<file path="src/rtl/ooo_pkg.sv">
`default_nettype none

package ooo_pkg;

  localparam int NUM_FU = 3; // Station entries, one per unit slot

  typedef enum logic [0:0] {
    fu_alu  = 1'b0,
    fu_mult = 1'b1
  } fu_type_t;

  typedef enum logic [2:0] {
    func_add = 3'd0,
    func_sub = 3'd1,
    func_and = 3'd2,
    func_xor = 3'd3,
    func_mul = 3'd4 // Multiplier only, low word of product
  } func_t;

  // Slots 0 and 1 are ALUs, the last slot is the multiplier
  function automatic fu_type_t slot_type(input int slot);
    fu_type_t kind;
    case (slot)
      0, 1: kind = fu_alu;
      2: kind = fu_mult;
      default: kind = fu_alu;
    endcase
    return kind;
  endfunction

endpackage

`default_nettype wire
</file>
<file path="src/rtl/reservation_station.sv">
`timescale 1ns/1ps
`default_nettype none

module reservation_station #(
  parameter int NUM_PREG = 32,
  parameter int ROB_SIZE = 16,
  localparam int TAG_W = $clog2(NUM_PREG),
  localparam int ROB_W = $clog2(ROB_SIZE)
) (
  input  wire logic                           clock,
  input  wire logic                           reset,
  input  wire logic                           dispatch_en,
  input  wire ooo_pkg::fu_type_t              dispatch_fu,
  input  wire ooo_pkg::func_t                 dispatch_func,
  input  wire logic [TAG_W-1:0]               dispatch_dest,
  input  wire logic [TAG_W-1:0]               dispatch_src1,
  input  wire logic [TAG_W-1:0]               dispatch_src2,
  input  wire logic [ROB_W-1:0]               dispatch_rob_idx,
  input  wire logic                           src1_ready,
  input  wire logic                           src2_ready,
  input  wire logic                           rollback_en,
  input  wire logic [ROB_W-1:0]               rob_tail_idx,
  input  wire logic [ROB_W-1:0]               rob_rollback_idx,
  input  wire logic                           cdb_valid,
  input  wire logic [TAG_W-1:0]               cdb_tag,
  input  wire logic [ooo_pkg::NUM_FU-1:0]     fu_ready,
  output logic                                dispatch_accept,
  output logic                                alloc_en,
  output logic [ooo_pkg::NUM_FU-1:0]          issue_valid,
  output ooo_pkg::func_t                      issue_func [ooo_pkg::NUM_FU],
  output logic [TAG_W-1:0]                    issue_dest [ooo_pkg::NUM_FU],
  output logic [ROB_W-1:0]                    issue_rob_idx [ooo_pkg::NUM_FU],
  output logic [TAG_W-1:0]                    issue_src1 [ooo_pkg::NUM_FU],
  output logic [TAG_W-1:0]                    issue_src2 [ooo_pkg::NUM_FU]
);
  import ooo_pkg::*;

  logic [NUM_FU-1:0] busy;
  logic [NUM_FU-1:0] src1_rdy;
  logic [NUM_FU-1:0] src2_rdy;
  func_t             func [NUM_FU];
  logic [TAG_W-1:0]  dest [NUM_FU];
  logic [ROB_W-1:0]  rob_idx [NUM_FU];
  logic [TAG_W-1:0]  src1 [NUM_FU];
  logic [TAG_W-1:0]  src2 [NUM_FU];

  logic [NUM_FU-1:0] src1_wake;   // Stored ready or matched on the bus
  logic [NUM_FU-1:0] src2_wake;
  logic [NUM_FU-1:0] squash;
  logic [NUM_FU-1:0] entry_ready;
  logic [NUM_FU-1:0] empty;       // Free for dispatch this cycle
  logic [NUM_FU-1:0] match;       // Entry chosen for dispatch

  always_comb begin
    for (int i = 0; i < NUM_FU; i++) begin
      src1_wake[i] = src1_rdy[i] || (cdb_valid && cdb_tag == src1[i]);
      src2_wake[i] = src2_rdy[i] || (cdb_valid && cdb_tag == src2[i]);

      // The squashed range may wrap past the end of the ROB
      if (!rollback_en || !busy[i])
        squash[i] = 1'b0;
      else if (rob_tail_idx > rob_rollback_idx)
        squash[i] = rob_idx[i] >= rob_tail_idx || rob_idx[i] < rob_rollback_idx;
      else
        squash[i] = rob_idx[i] >= rob_tail_idx && rob_idx[i] < rob_rollback_idx;

      entry_ready[i] = busy[i] && src1_wake[i] && src2_wake[i] && !squash[i];
      issue_valid[i] = entry_ready[i] && fu_ready[i];
      empty[i]       = !busy[i] || issue_valid[i] || squash[i];
    end
  end

  // Lowest empty entry of the requested unit class
  always_comb begin
    match = '0;
    for (int i = 0; i < NUM_FU; i++) begin
      if (dispatch_en && empty[i] && slot_type(i) == dispatch_fu && match == '0)
        match[i] = 1'b1;
    end
  end

  assign dispatch_accept = |match;
  assign alloc_en        = dispatch_accept; // Regfile clears the dest ready bit

  always_comb begin
    for (int i = 0; i < NUM_FU; i++) begin
      issue_func[i]    = func[i];
      issue_dest[i]    = dest[i];
      issue_rob_idx[i] = rob_idx[i];
      issue_src1[i]    = src1[i];
      issue_src2[i]    = src2[i];
    end
  end

  always_ff @(posedge clock) begin
    if (reset) begin
      busy     <= '0;
      src1_rdy <= '0;
      src2_rdy <= '0;
    end else begin
      for (int i = 0; i < NUM_FU; i++) begin
        if (match[i]) begin
          busy[i]     <= 1'b1;
          src1_rdy[i] <= src1_ready;
          src2_rdy[i] <= src2_ready;
        end else if (empty[i]) begin
          busy[i] <= 1'b0; // Issued, squashed or idle
        end else begin
          src1_rdy[i] <= src1_wake[i];
          src2_rdy[i] <= src2_wake[i];
        end
      end
    end
  end

  always_ff @(posedge clock) begin
    for (int i = 0; i < NUM_FU; i++) begin
      if (match[i]) begin
        func[i]    <= dispatch_func;
        dest[i]    <= dispatch_dest;
        rob_idx[i] <= dispatch_rob_idx;
        src1[i]    <= dispatch_src1;
        src2[i]    <= dispatch_src2;
      end
    end
  end

endmodule

`default_nettype wire

</file>
<file path="config.mk">
export PLATFORM = sky130hd
export DESIGN_NAME = reservation_station
export DESIGN_NICKNAME = d
export VERILOG_FILES = /design/src/rtl/ooo_pkg.sv /design/src/rtl/reservation_station.sv
export SDC_FILE = /design/constraint.sdc
export NUM_CORES = 1
export LEC_CHECK = 0
export ABC_AREA = 1
export CAP_MARGIN = 20
export CORE_MARGIN = 5
export CORE_UTILIZATION = 30
export DETAILED_ROUTE_END_ITERATION = 10
export DONT_BUFFER_PORTS = 1
export HOLD_SLACK_MARGIN = 0.08
export RECOVER_POWER = 100
export SYNTH_ARGS = -nofsm -noshare
export SYNTH_HDL_FRONTEND = slang
export SYNTH_SLANG_ARGS = --single-unit
export TNS_END_PERCENT = 10
</file>
<file path="constraint.sdc">
create_clock -name clock -period 6.7 [get_ports clock]
set_input_delay 1.005 -clock clock [delete_from_list [all_inputs] [get_ports clock]]
set_output_delay 1.005 -clock clock [all_outputs]
set_load 0.005 [all_outputs]
</file>
## Yosys cells after proc, flatten, opt, wreduce, memory -nomap -nowiden

Memories as Yosys holds them, arrays and structs flattened.
Cells that the tools add are included.

| operators by class | value |
|---|---|
| equal/unequal tests | 9 |
| order comparisons | 7 |
| reductions and logical operators | 69 |
| multiplexer cells | 63 |
| bitwise gates (word level) | 2 |

Operator list:

| cell | count |
|---|---|
| two-way mux 1 bit | 43 |
| == test 5 bit | 6 |
| two-way mux 5 bit | 6 |
| OR reduction 5 bit | 6 |
| logical AND 1 bit | 29 |
| two-way mux 2 bit | 10 |
| logical OR 1 bit | 18 |
| greater-or-equal comparator 4 bit | 3 |
| < comparator 4 bit | 3 |
| OR reduction 3 bit | 3 |
| two-way mux 4 bit | 2 |
| OR reduction 4 bit | 2 |
| zero test 1 bit | 7 |
| two-way mux 3 bit | 2 |
| inequality test 2 x 1 -> 1 bit (second input constant) | 3 |
| nonzero test 2 bit | 3 |
| > comparator 4 bit | 1 |
| zero test 2 bit | 1 |
| inverter 1 bit | 2 |

| word-level totals | value |
|---|---|
| output and inout port bits | 71 |
| bits in registers | 9 |
| logic and storage cells | 164 |
| memories | 5 |
| memory bits (writable) | 66 |
| input port bits | 46 |

Memory list:

| name | depth | bits a word | rd ports | clocked after memory_dff | write ports | line | text |
|---|---|---|---|---|---|---|---|
| dest | 3 | 5 | 3 | 0 | 1 | reservation_station.sv:42 | `logic [TAG_W-1:0] dest [NUM_FU];` |
| src1 | 3 | 5 | 3 | 0 | 1 | reservation_station.sv:44 | `logic [TAG_W-1:0] src1 [NUM_FU];` |
| src2 | 3 | 5 | 3 | 0 | 1 | reservation_station.sv:45 | `logic [TAG_W-1:0] src2 [NUM_FU];` |
| rob_idx | 3 | 4 | 3 | 0 | 1 | reservation_station.sv:43 | `logic [ROB_W-1:0] rob_idx [NUM_FU];` |
| func | 3 | 3 | 3 | 0 | 1 | reservation_station.sv:41 | `func_t func [NUM_FU];` |

## Depth between registers and ports, before layout

Gate-level depths: netlist of the first run.

| depth | value |
|---|---|
| depth in word-level cells | 22 |
| depth in mapped cells | 18 |
| depth with buffers taken out | 18 |

## Worst setup path after synthesis of the first run

No wires, ideal clock.

| timing | value |
|---|---|
| path kind | input to register |
| from | input port rob_rollback_idx[3] |
| to | memory dest[0][5] (netlist name), enable pin |
| data arrival time | 2.995 ns |
| stages | 9 |
| setup slack | 3.305 ns |
| setup time | 0.401 ns |
| required time | 6.299 ns |
| path buffers | 0 |
| cells stage by stage | inv_1 ha_1 a21oi_1 nand2_1 a21oi_1 nand2_1 nand3_2 nand2_1 nor2_1 |

| on the way | value |
|---|---|
| longest elaborated chain between the ends | 22 |
| elaborated cells on any way between the ends | 56 |
| classes of those cells | order compare: 4; mux: 19; bitwise: 1; reduce/logical: 32 |

Ends and longest elaborated chain:

| item | line | text |
|---|---|---|
| start, declared | reservation_station.sv:23 | `input wire logic [ROB_W-1:0] rob_rollback_idx,` |
| < comparator 4 bit | reservation_station.sv:63, reservation_station.sv:65 |  |
| logical AND 1 bit / logical OR 1 bit (equally long branches) | reservation_station.sv:65, reservation_station.sv:63 |  |
| two-way mux 1 bit | reservation_station.sv:62 | `else if (rob_tail_idx > rob_rollback_idx)` |
| two-way mux 1 bit | reservation_station.sv:60 | `if (!rollback_en \|\| !busy[i])` |
| zero test 1 bit | reservation_station.sv:67 | `entry_ready[i] = busy[i] && src1_wake[i] && src2_wake[i] && !squash[i];` |
| logical AND 1 bit | reservation_station.sv:67 |  |
| logical AND 1 bit | reservation_station.sv:68 | `issue_valid[i] = entry_ready[i] && fu_ready[i];` |
| logical OR 1 bit (2 in a row) | reservation_station.sv:69 | `empty[i] = !busy[i] \|\| issue_valid[i] \|\| squash[i];` |
| [... 6 more ...] | -- |  |
| via match[1] | reservation_station.sv:52 | `logic [NUM_FU-1:0] match;` |
| zero test 2 bit | reservation_station.sv:77 | `if (dispatch_en && empty[i] && slot_type(i) == dispatch_fu && match == '0)` |
| logical AND 1 bit | reservation_station.sv:77 |  |
| two-way mux 1 bit | reservation_station.sv:77 |  |
| two-way mux 1 bit | reservation_station.sv:118 | `if (match[i]) begin` |
| two-way mux 1 bit (not written as such) | reservation_station.sv:120 | `dest[i] <= dispatch_dest;` |
| OR reduction 5 bit (no source line) | -- |  |
| two-way mux 2 bit (no source line) / two-way mux 1 bit (equally long branches) | -- |  |
| end, declared | reservation_station.sv:42 |  |

The timed path passes the listed nets; every way through them passes the cells marked *.

## Worst setup path in the final report of the first run

| timing | value |
|---|---|
| from | input port rob_rollback_idx[3] |
| to | register src2_rdy[0] |

| on the way | value |
|---|---|
| longest elaborated chain between the ends | 13 |
| elaborated cells on any way between the ends | 16 |
| classes of those cells | order compare: 2; eq/ne: 1; mux: 4; reduce/logical: 9 |

Ends and longest elaborated chain:

| item | line | text |
|---|---|---|
| < comparator 4 bit | reservation_station.sv:63, reservation_station.sv:65 |  |
| logical AND 1 bit / logical OR 1 bit (equally long branches) | reservation_station.sv:65, reservation_station.sv:63 |  |
| two-way mux 1 bit * | reservation_station.sv:62 |  |
| two-way mux 1 bit * | reservation_station.sv:60 |  |
| zero test 1 bit | reservation_station.sv:67 |  |
| logical AND 1 bit | reservation_station.sv:67 |  |
| logical AND 1 bit | reservation_station.sv:68 |  |
| logical OR 1 bit | reservation_station.sv:69 |  |
| logical OR 1 bit * | reservation_station.sv:69 |  |
| logical AND 1 bit * (2 in a row) | reservation_station.sv:77 |  |
| two-way mux 1 bit * | reservation_station.sv:77 |  |
| via match[0] | reservation_station.sv:52 |  |
| inequality test 2 x 1 -> 1 bit (no source line) / two-way mux 1 bit (equally long branches) | -- |  |
| end signal, assigned by index | reservation_station.sv:105 | `src2_rdy[i] <= src2_ready;` |
| end signal, assigned by index | reservation_station.sv:110 | `src2_rdy[i] <= src2_wake[i];` |
| end, declared | reservation_station.sv:40 | `logic [NUM_FU-1:0] src2_rdy;` |

Marks and branches as above.
A chain may end at the register's enable or synchronous reset.

==> reports/qor.csv, run 1 <==
stage;metric;value;unit
outcome;outcome;finished, violations left;
outcome;violated checks;max-capacitance violations, max-slew violations;
detailed_routing;post-route ant nets;0;
timing;final setup fails;0;
die;DIE HEIGHT;123;um
cts;Post-CTS Setup Inserts;0;
cts;Worst-path clk slew;0.06;ns
critical_path;startpoint types;input port;
synth;Mapped Cells;394;
detailed_routing;Detailed Route Iter0 Violations;178;
critical_path;critical path class;input port to register;
die;# IOs;117;
cts;clk buf depth;2;
synth;post-synthesis sequential area ratio;56.8;%
detailed_routing;Vias per Instance;4.50;
global_route;vias in the first global route;2742;
timing;unrepaired setup endpoints after global routing;false;
critical_path;Required @ worst endpoint;6.95;ns
synth;Post-Syn Area per Cell;9.66;sq um
synth;Yosys cell types;28;
detailed_routing;routed length on met3;893;um
detailed_routing;DR vias;2614;
detailed_routing;DR top layer;met4;
critical_path;Arr. time, crit path;4.19;ns
timing;Max Freq;254;MHz
timing;Setup Skew;0.00574;ns
hold_path;worst min-delay path class;register to register;
timing;final hold viol count;0;
cells_and_area;layout overhead on the synthesized area;13.1;%
cts;# hold bufs at CTS;0;
power_and_ir_drop;Peak VDD IR;0.174;mV
die;Starting Density;30.4;%
cells_and_area;Ant. Diodes;0;
cts;post-cts sizing count;0;
detailed_routing;WL met2;4.86;mm
critical_path;R2R depth;12;
critical_path;Worst R2R Start;rob_idx[0][1]$_DFFE_PP_;
die;Rows;41;
critical_path;Worst R2R End;src2_rdy[0]$_SDFFE_PP0P_;
synth;Synthesized Nets;465;
cts;root buffer cell;clkbuf_16;
timing;max-slew violations;48;
timing;Min Hold Slack;0.566;ns
timing;final cycle utilization of the critical path;58.7;%
place;port bufs;0;
cts;total CTS buffers;9;
power_and_ir_drop;leakage;1.92;nW
detailed_routing;Initial DRT Pass Iterations;4;
global_route;GRT overflow;0;
cells_and_area;share of layout cells above drive strength 1;8.56;%
global_route;largest net degree at the start of global routing;25;
power_and_ir_drop;Power Density;272;nW/um^2
global_route;global-route wire length before repair;15.3;mm
timing;Least-Margin Pin Slew;2.31;ns
cells_and_area;Layout Nets;475;
timing;setup tns final;0;ns
cts;H-tree levels;3;
cts;# clock sinks;75;
timing;Slew headroom;-54.8;%
synth;FF+latch count, synth;75;
timing;Tmin final;3.94;ns
cells_and_area;fillers;1318;
global_route;overall routing resource usage;13.6;%
global_route;initial antenna violation count;0;
die;Die ar.;15000;sq um
place;Final Wtd Congestion;0.799;
hold_path;Min-Delay Path Depth;4;
synth;Yosys warning total;0;
hold_path;WHS Endpoint;src2_rdy[1]$_SDFFE_PP0P_;
detailed_routing;M1 WL;3.98;mm
run;Max-cap violations;2;
synth;Post-Syn Area;3800;sq um
detailed_routing;Remaining DRCs;0;
place;post-DP HPWL;7.75;mm
cts;CTS tree;yes;
cts;Worst-Skew Late Latency;0.33;ns
critical_path;r2r setup slk;3.07;ns
die;Core Box Area;12500;sq um
die;die span in x;123;um
critical_path;Max FO, Critical Path;24;
critical_path;CP endpoint kind;register;
detailed_routing;DRT Wirelength;9.86;mm
hold_path;start point of the worst hold path;src2_rdy[1]$_SDFFE_PP0P_;
detailed_routing;routed length per placed instance;17.0;um
cells_and_area;final design utilization;34.4;%
-- cells in the mapped netlist (all sizes together) --
library cell	n	share of area (%)
nand4	6	0.99
dfxtp	9	4.7
nor2	37	4.2
ha	25	8.2
nand3b	3	0.92
o21ai	12	1.7
nand2	121	12
o211ai	1	0.20
a21oi	16	2.3
inv	67	6.6
edfxtp	66	52
a21o	1	0.20
o21bai	1	0.20
nand3	22	4.1
buf	3	0.49
o22ai	2	0.33
xor2	2	0.46
-- flip-flops by register name, summed over array words and instances, names as in the netlist --
register,count
rob_idx,12
dest,15
src2_rdy,3
busy,3
src2,15
func,9
src1,15
src1_rdy,3
-- through the flow --
step / cell area, sq um / setup WS (ns) / std cells / power (mW)
final: 4300 / 2.76 / 581 / 1.17
after global routing: 4300 / 2.33 / 581 / 1.23
after CTS: 4350 / 3.10 / 580 / 1.19
after detailed placement: 4010 / 3.11 / 564 / 0.644
after global placement: 4010 / 3.16 / 564 / 0.642
after floorplan: 3800 / 3.30 / 394 / 0.619
-- layout make-up --
type | count | area, sq um | area share (%)
clock inverters | 7 | 115 | 2.68
well taps | 172 | 215 | 5.00
repair buffers | 2 | 7.51 | 0.174
inverters | 67 | 251 | 5.84
flip-flops and latches | 75 | 2160 | 50.2
clock buffers | 9 | 225 | 5.23
multi-input cells | 249 | 1330 | 30.8
-- worst max-delay path by stage --
stage	start	cells after the start	to
floorplan	rob_rollback_idx[3]	9	dest[0][5]$_DFFE_PP_
global placement	rob_rollback_idx[3]	14	alloc_en
detailed placement	rob_rollback_idx[3]	14	dispatch_accept
CTS	rob_rollback_idx[3]	14	dispatch_accept
global route	rob_rollback_idx[3]	16	src2_rdy[0]$_SDFFE_PP0P_
finish	rob_rollback_idx[3]	16	src2_rdy[0]$_SDFFE_PP0P_
-- kinds of logic after synthesis --
logic type      Yosys count  synth area share [%]
compound gates           33                  4.90
buf+inv                  70                  7.10
simple gates            189                  22.5
xor+xnor                  2                 0.460
fa+ha+maj                25                  8.22
flops                    75                  56.8
-- routing by layer --
metal  vias up  track usage, %
met4         0            3.99
met1      1223            15.5
li1       1308               -
met3         8            6.73
met2        75            22.6
met5         -               0
-- critical path, cell delays in order --
cell	delay, ns
inv_1	0.07
ha_1	0.31
nand2_1	0.05
inv_1	0.06
nand2_1	0.05
nand2_1	0.05
nand2_1	0.09
inv_1	0.10
nand2_1	0.06
nand2_1	0.05
nand2_1	0.07
inv_1	0.08
nor2_1	0.07
nor2_1	1.70
nand2_1	0.14
a21oi_1	0.24
-- power by group --
group | total [mW] | internal (mW) | switching (mW)
Clock | 0.542 | 0.363 | 0.179
Sequential | 0.546 | 0.530 | 0.0158
Combinational | 0.0837 | 0.0280 | 0.0557
Total | 1.17 | 0.921 | 0.250
-- cell usage in the layout, fill, tap and decap left out --
| master | synthesis | routed |
|---|---|---|
| inv_1 | 58 | 60 |
| nand3_2 | 4 | 2 |
| nand3b_4 | 1 | 1 |
| clkinv_1 | 0 | 1 |
| o211ai_1 | 1 | 1 |
| clkbuf_16 | 0 | 9 |
| clkinv_2 | 0 | 1 |
| clkinvlp_4 | 0 | 1 |
| inv_6 | 0 | 1 |
| nand4_1 | 6 | 6 |
| bufinv_16 | 0 | 3 |
| inv_2 | 9 | 7 |
| o21bai_1 | 1 | 1 |
| o21ai_1 | 4 | 4 |
| ha_1 | 25 | 25 |
| edfxtp_1 | 66 | 66 |
| nand3b_1 | 2 | 2 |
| nor2_1 | 32 | 33 |
| clkbuf_1 | 0 | 2 |
| dfxtp_1 | 9 | 9 |
| nand3_4 | 2 | 1 |
| o21ai_0 | 7 | 8 |
| o22ai_1 | 2 | 2 |
| a21oi_1 | 14 | 16 |
| a21o_1 | 1 | 1 |
| nand2_1 | 116 | 116 |
| nor2_2 | 3 | 4 |
| xor2_1 | 2 | 2 |
| nand2_2 | 5 | 5 |
| nand3_1 | 16 | 19 |
(Power assumes the default switching activity.)
==> run 2: changes to the inputs <==
clock period = 3.4 ns   (was 6.7 ns; I/O delays follow)
==> reports/qor.csv, run 2 (synthesis gave the netlist of run 1 again) <==
stage;metric;value;unit;change
outcome;outcome;complete, no violations;;
cts;Worst-Skew Late Latency;0.33;ns;about the same
detailed_routing;routed length per placed instance;16.6;um;-2.4%
detailed_routing;post-route ant nets;0;;unchanged
critical_path;CP top delay family;simple AND/OR/NAND/NOR gates;;
critical_path;Max stage delay on crit path;0.68;ns;-1.02 ns
timing;setup tns final;0;ns;unchanged
global_route;GRT overflow;0;;unchanged
timing;Max Freq;341;MHz;
detailed_routing;Initial DRT Pass Iterations;4;;unchanged
global_route;M1 GR Usage;14.0;%;-1.5 points
timing;Setup Skew;0.00692;ns;+0.00118 ns
timing;max-slew violations;0;;-100%
critical_path;slowest cell on the critical path;nor2_1;;
power_and_ir_drop;leakage;1.95;nW;+1.2%
hold_path;worst min-delay path class;input port to register;;
cts;clk buf depth;2;;unchanged
critical_path;crit-path most repeated cell;nand2_1;;
die;Starting Density;30.4;%;unchanged
critical_path;Max FO, Critical Path;10;;-58%
critical_path;CP endpoint kind;register;;
cts;total CTS buffers;9;;unchanged
power_and_ir_drop;Peak VDD IR;0.285;mV;+64%
global_route;busiest grt layer;met2;;
cells_and_area;Layout Nets;477;;+0.42%
global_route;GR Util met3;6.91;%;+0.18 points
power_and_ir_drop;Power Density;546;nW/um^2;+100%
timing;final hold viol count;0;;unchanged
cts;# hold bufs at CTS;0;;unchanged
detailed_routing;Detailed Route Iter0 Violations;134;;-25%
die;Rows;41;;unchanged
place;Final Wtd Congestion;0.860;;+7.5%
place;post-DP HPWL;7.79;mm;+0.61%
critical_path;Arr. time, crit path;2.93;ns;-1.26 ns
cts;Post-CTS Setup Inserts;0;;unchanged
detailed_routing;Remaining DRCs;0;;unchanged
detailed_routing;Vias per Instance;4.50;;+0.11%
critical_path;startpoint types;register;;
critical_path;crit-path cells;ha_1, nand2_1, nor2_1, nand3b_1, nand2_1, nand2_1, nand2_1, inv_1, nor2_1, nor2_1, clkbuf_2;;
die;Die ar.;15000;sq um;unchanged
timing;Min Hold Slack;0.240;ns;-0.326 ns
cells_and_area;share of layout cells above drive strength 1;10.5;%;+1.9 points
timing;Tmin final;2.93;ns;
global_route;global-route wire length before repair;14.7;mm;-4.2%
critical_path;Required @ worst endpoint;3.40;ns;-3.55 ns
cells_and_area;top flop regs;dest (15), src1 (15), src2 (15);;
die;# IOs;117;;unchanged
cts;post-cts sizing count;0;;unchanged
critical_path;critical path class;register to register;;
timing;unrepaired setup endpoints after global routing;false;;
global_route;vias in the first global route;2642;;-3.6%
detailed_routing;DR vias;2626;;+0.46%
cells_and_area;Design Area, Final;4350;sq um;+1.1%
timing;final cycle utilization of the critical path;86.2;%;
global_route;largest net degree at the start of global routing;23;;-8.0%
global_route;overall routing resource usage;13.2;%;-0.47 points
timing;final setup fails;0;;unchanged
cells_and_area;layout overhead on the synthesized area;14.4;%;
cells_and_area;Ant. Diodes;0;;unchanged
global_route;met2 usage;22.4;%;-0.24 points
cts;H-tree levels;3;;unchanged
critical_path;WP buf/inv;2;;-2
place;port bufs;0;;unchanged
run;Max-cap violations;0;;-2
global_route;initial antenna violation count;0;;unchanged
timing;Least-Margin Pin Slew;0.885;ns;-1.43 ns
cells_and_area;commonest cells after routing, fill and taps aside;116 x nand2_1, 66 x edfxtp_1, 58 x inv_1;;
cts;CTS tree;yes;;
die;DIE HEIGHT;123;um;unchanged
cts;root buffer cell;clkbuf_16;;
timing;Slew headroom;40.8;%;+96 points
cts;# clock sinks;75;;unchanged
die;die span in x;123;um;unchanged
detailed_routing;DRT Wirelength;9.66;mm;-2.0%
cts;Worst-path clk slew;0.06;ns;about the same
cells_and_area;commonest non-fill, non-tap cell in the layout;nand2_1;;
die;Core Box Area;12500;sq um;unchanged
place;placed inst area;4030;sq um;+0.56%
run 2: changes by cell type in the layout (fill, tap and decap cells not counted):
cell	previous run	this run
a21oi_1	16	15
a21oi_2	0	1
buf_4	0	1
bufinv_16	3	4
clkbuf_1	2	0
clkbuf_2	0	3
clkinv_2	1	0
clkinv_4	0	1
inv_1	60	58
inv_2	7	9
inv_6	1	0
nand3_1	19	18
nand3_2	2	3
run 2: routing by layer:
layer / wire (um) / share of wire, %
met4: 180 / 1.9
met1: 3680 / 38
met5: 0 / 0
met3: 1010 / 10
met2: 4790 / 50
run 2: worst paths after layout:
check | cells after the start | to | slack [ns] | from
max | 11 | rob_idx[0][3]$_DFFE_PP_ | 0.47 | rob_idx[0][3]$_DFFE_PP_
min | 1 | src1_rdy[0]$_SDFFE_PP0P_ | 0.24 | reset
max reg2reg | 11 | rob_idx[0][3]$_DFFE_PP_ | 0.47 | rob_idx[0][3]$_DFFE_PP_
min reg2reg | 4 | src2_rdy[1]$_SDFFE_PP0P_ | 0.57 | src2_rdy[1]$_SDFFE_PP0P_
run 2: per-stage QoR:
stage	setup WS, ns	std cells	util [%]	power (mW)
2_1_floorplan	0.500	394	-	1.22
3_3_place_gp	0.832	567	32.2	1.27
3_5_place_dp	0.777	567	32.2	1.27
4_1_cts	0.565	583	35.1	2.42
5_1_grt	0.217	583	34.8	2.48
6_report	0.468	583	34.8	2.38
run 2: area by class of cell:
| class | instances | area [sq um] |
|---|---|---|
| clock buffers | 9 | 225 |
| clock inverters | 7 | 140 |
| fillers | 1280 | 8170 |
| inverters | 67 | 251 |
| multi-input cells | 249 | 1340 |
| flip-flops and latches | 75 | 2160 |
| well taps | 172 | 215 |
| repair buffers | 4 | 22.5 |
run 2: power by group:
| part | switching, mW | internal (mW) | total, mW |
|---|---|---|---|
| combinational | 0.110 | 0.0570 | 0.167 |
| sequential | 0.0311 | 1.04 | 1.08 |
| clock | 0.347 | 0.789 | 1.14 |
| total | 0.488 | 1.89 | 2.38 |
==> run 3: changes to the inputs <==
CORE_MARGIN = unset   (was 5)
CORE_UTILIZATION = 40   (was 30)
==> reports/qor.csv, run 3 (synthesis gave the netlist of run 1 again) <==
stage;metric;value;unit;change
outcome;outcome;complete, no violations;;
timing;Max Freq;349;MHz;+2.4%
global_route;vias in the first global route;2662;;+0.76%
run;Max-cap violations;0;;unchanged
die;Starting Density;41.2;%;+11 points
critical_path;slowest cell on the critical path;edfxtp_1;;
detailed_routing;DR vias;2615;;-0.42%
critical_path;Required @ worst endpoint;2.89;ns;-0.51 ns
cts;root buffer cell;clkbuf_8;;
power_and_ir_drop;clock share of power;31.9;%;-16 points
timing;Tmin final;2.86;ns;-0.0690 ns
cts;# hold bufs at CTS;0;;unchanged
timing;setup tns final;0;ns;unchanged
cells_and_area;final design utilization;44.4;%;+9.7 points
global_route;largest net degree at the start of global routing;25;;+8.7%
detailed_routing;post-route ant nets;0;;unchanged
critical_path;CP endpoint kind;output pin;;
critical_path;crit-path cells;ha_1, a21oi_1, nand2_1, nor2_1, a21oi_1, nand2_1, inv_1, nor2_1, o211ai_1;;
cts;# clock sinks;75;;unchanged
detailed_routing;DRT Wirelength;8.34;mm;-14%
place;post-DP HPWL;6.48;mm;-17%
cells_and_area;layout overhead on the synthesized area;7.89;%;
cts;H-tree levels;3;;unchanged
cells_and_area;commonest cells after routing, fill and taps aside;116 x nand2_1, 66 x edfxtp_1, 58 x inv_1;;
detailed_routing;Vias per Instance;4.85;;+7.7%
power_and_ir_drop;register share of total power;59.0;%;+14 points
cts;clk buf depth;2;;unchanged
place;placed cells;523;;-7.8%
die;Core Box Area;9240;sq um;-26%
critical_path;Critical Path Start;rob_idx[0][3]$_DFFE_PP_;;
cts;Post-CTS Setup Inserts;0;;unchanged
timing;unrepaired setup endpoints after global routing;false;;
die;Rows;35;;-15%
power_and_ir_drop;net switching power;449;uW;-8.1%
global_route;overall routing resource usage;17.8;%;+4.6 points
timing;final hold viol count;0;;unchanged
cts;CTS tree;yes;;
die;Die ar.;9910;sq um;-34%
cells_and_area;Layout Nets;476;;-0.21%
place;port bufs;0;;unchanged
critical_path;startpoint types;register;;
place;Final Wtd Congestion;0.824;;-4.1%
detailed_routing;Remaining DRCs;0;;unchanged
power_and_ir_drop;Sw Ratio;24.7;%;+4.2 points
critical_path;critical path class;register to output pin;;
global_route;initial antenna violation count;0;;unchanged
detailed_routing;routed length per placed instance;15.5;um;-6.6%
timing;final cycle utilization of the critical path;84.2;%;-2.0 points
global_route;GRT overflow;0;;unchanged
hold_path;worst min-delay path class;input port to register;;
timing;final setup fails;0;;unchanged
cts;Worst-path clk slew;0.08;ns;+0.02 ns
timing;max-slew violations;0;;unchanged
die;die span in x;99.5;um;-19%
detailed_routing;Detailed Route Iter0 Violations;53;;-60%
cells_and_area;fillers;884;;-31%
cells_and_area;Ant. Diodes;0;;unchanged
cells_and_area;top flop regs;dest (15), src1 (15), src2 (15);;
cells_and_area;Finished Layout Cells;539;;-7.5%
power_and_ir_drop;Pwr Total;1.82;mW;-24%
cells_and_area;share of layout cells above drive strength 1;10.2;%;-0.22 points
die;DIE HEIGHT;99.5;um;-19%
hold_path;start point of the worst hold path;reset;;
cts;Worst-Skew Late Latency;0.34;ns;about the same
power_and_ir_drop;Power Density;442;nW/um^2;-19%
timing;Setup Skew;0.00893;ns;+0.00202 ns
power_and_ir_drop;Power Internal;1.37;mW;-28%
cts;total CTS buffers;9;;unchanged
detailed_routing;Initial DRT Pass Iterations;4;;unchanged
cts;post-cts sizing count;0;;unchanged
timing;Least-Margin Pin Slew;0.724;ns;-0.161 ns
die;# IOs;117;;unchanged
critical_path;Max stage delay on crit path;0.48;ns;-0.20 ns
timing;Slew headroom;51.7;%;+11 points
critical_path;Worst R2R Start;rob_idx[0][8]$_DFFE_PP_;;
cells_and_area;commonest non-fill, non-tap cell in the layout;nand2_1;;
power_and_ir_drop;combinational power share;9.1;%;+2.1 points
power_and_ir_drop;Peak VDD IR;0.324;mV;+14%
critical_path;Max FO, Critical Path;4;;-6
critical_path;Arr. time, crit path;2.35;ns;-0.58 ns
global_route;global-route wire length before repair;13.1;mm;-11%
power_and_ir_drop;leakage;1.85;nW;-5.2%
==> run 3: worst max-delay path, delay by kind of cell (launching register included) <==
family | cells | cell delay (ns)
buffers and inverters | 1 | 0.07
adders and majority gates | 1 | 0.33
DFF | 1 | 0.48
AOI/OAI and AO/OA | 3 | 0.53
and+or+nand+nor | 4 | 0.62
==> run 3: layer usage <==
metal | vias to the layer above | wire (um) | track usage (%)
li1 | 1312 | - | -
met1 | 1198 | 3380 | 20.1
met2 | 87 | 4010 | 29.6
met3 | 18 | 734 | 6.47
met4 | 0 | 222 | 9.39
met5 | - | 0 | 0
==> run 3: cell type report <==
| cell class | instances | area [sq um] | area share, % |
|---|---|---|---|
| repair buffers | 3 | 15.0 | 0.366 |
| clock inverters | 5 | 37.5 | 0.914 |
| inverters | 67 | 251 | 6.13 |
| well taps | 129 | 161 | 3.93 |
| multi-input cells | 249 | 1350 | 32.8 |
| clock buffers | 11 | 131 | 3.20 |
| flip-flops and latches | 75 | 2160 | 52.7 |
==> run 3: worst paths after layout <==
path | end | slack (ns) | depth (start not counted)
worst max-delay path | alloc_en | 0.54 | 9
worst min-delay path | src2_rdy[0]$_SDFFE_PP0P_ | 0.22 | 1
worst max register to register | src2[0][11]$_DFFE_PP_ | 0.64 | 13
worst min register to register | src1_rdy[2]$_SDFFE_PP0P_ | 0.58 | 4
==> run 3: per-stage QoR <==
step                instance area (sq um)  setup slack (ns)  hold slack (ns)
finish                               4110             0.537            0.219
global route                         4110             0.339            0.192
CTS                                  4140             0.632            0.198
detailed placement                   3970             0.619            0.572
floorplan                            3800             0.500            0.533
global placement                     3970             0.701            0.558
==> run 3: power groups by stage <==
| stage | clock network [mW] | logic, mW | registers, mW |
|---|---|---|---|
| after floorplan | 0 | 0.137 | 1.08 |
| after global placement | 0 | 0.167 | 1.09 |
| after detailed placement | 0 | 0.171 | 1.09 |
| after CTS | 0.601 | 0.172 | 1.07 |
| after global routing | 0.635 | 0.194 | 1.08 |
| final | 0.579 | 0.164 | 1.07 |
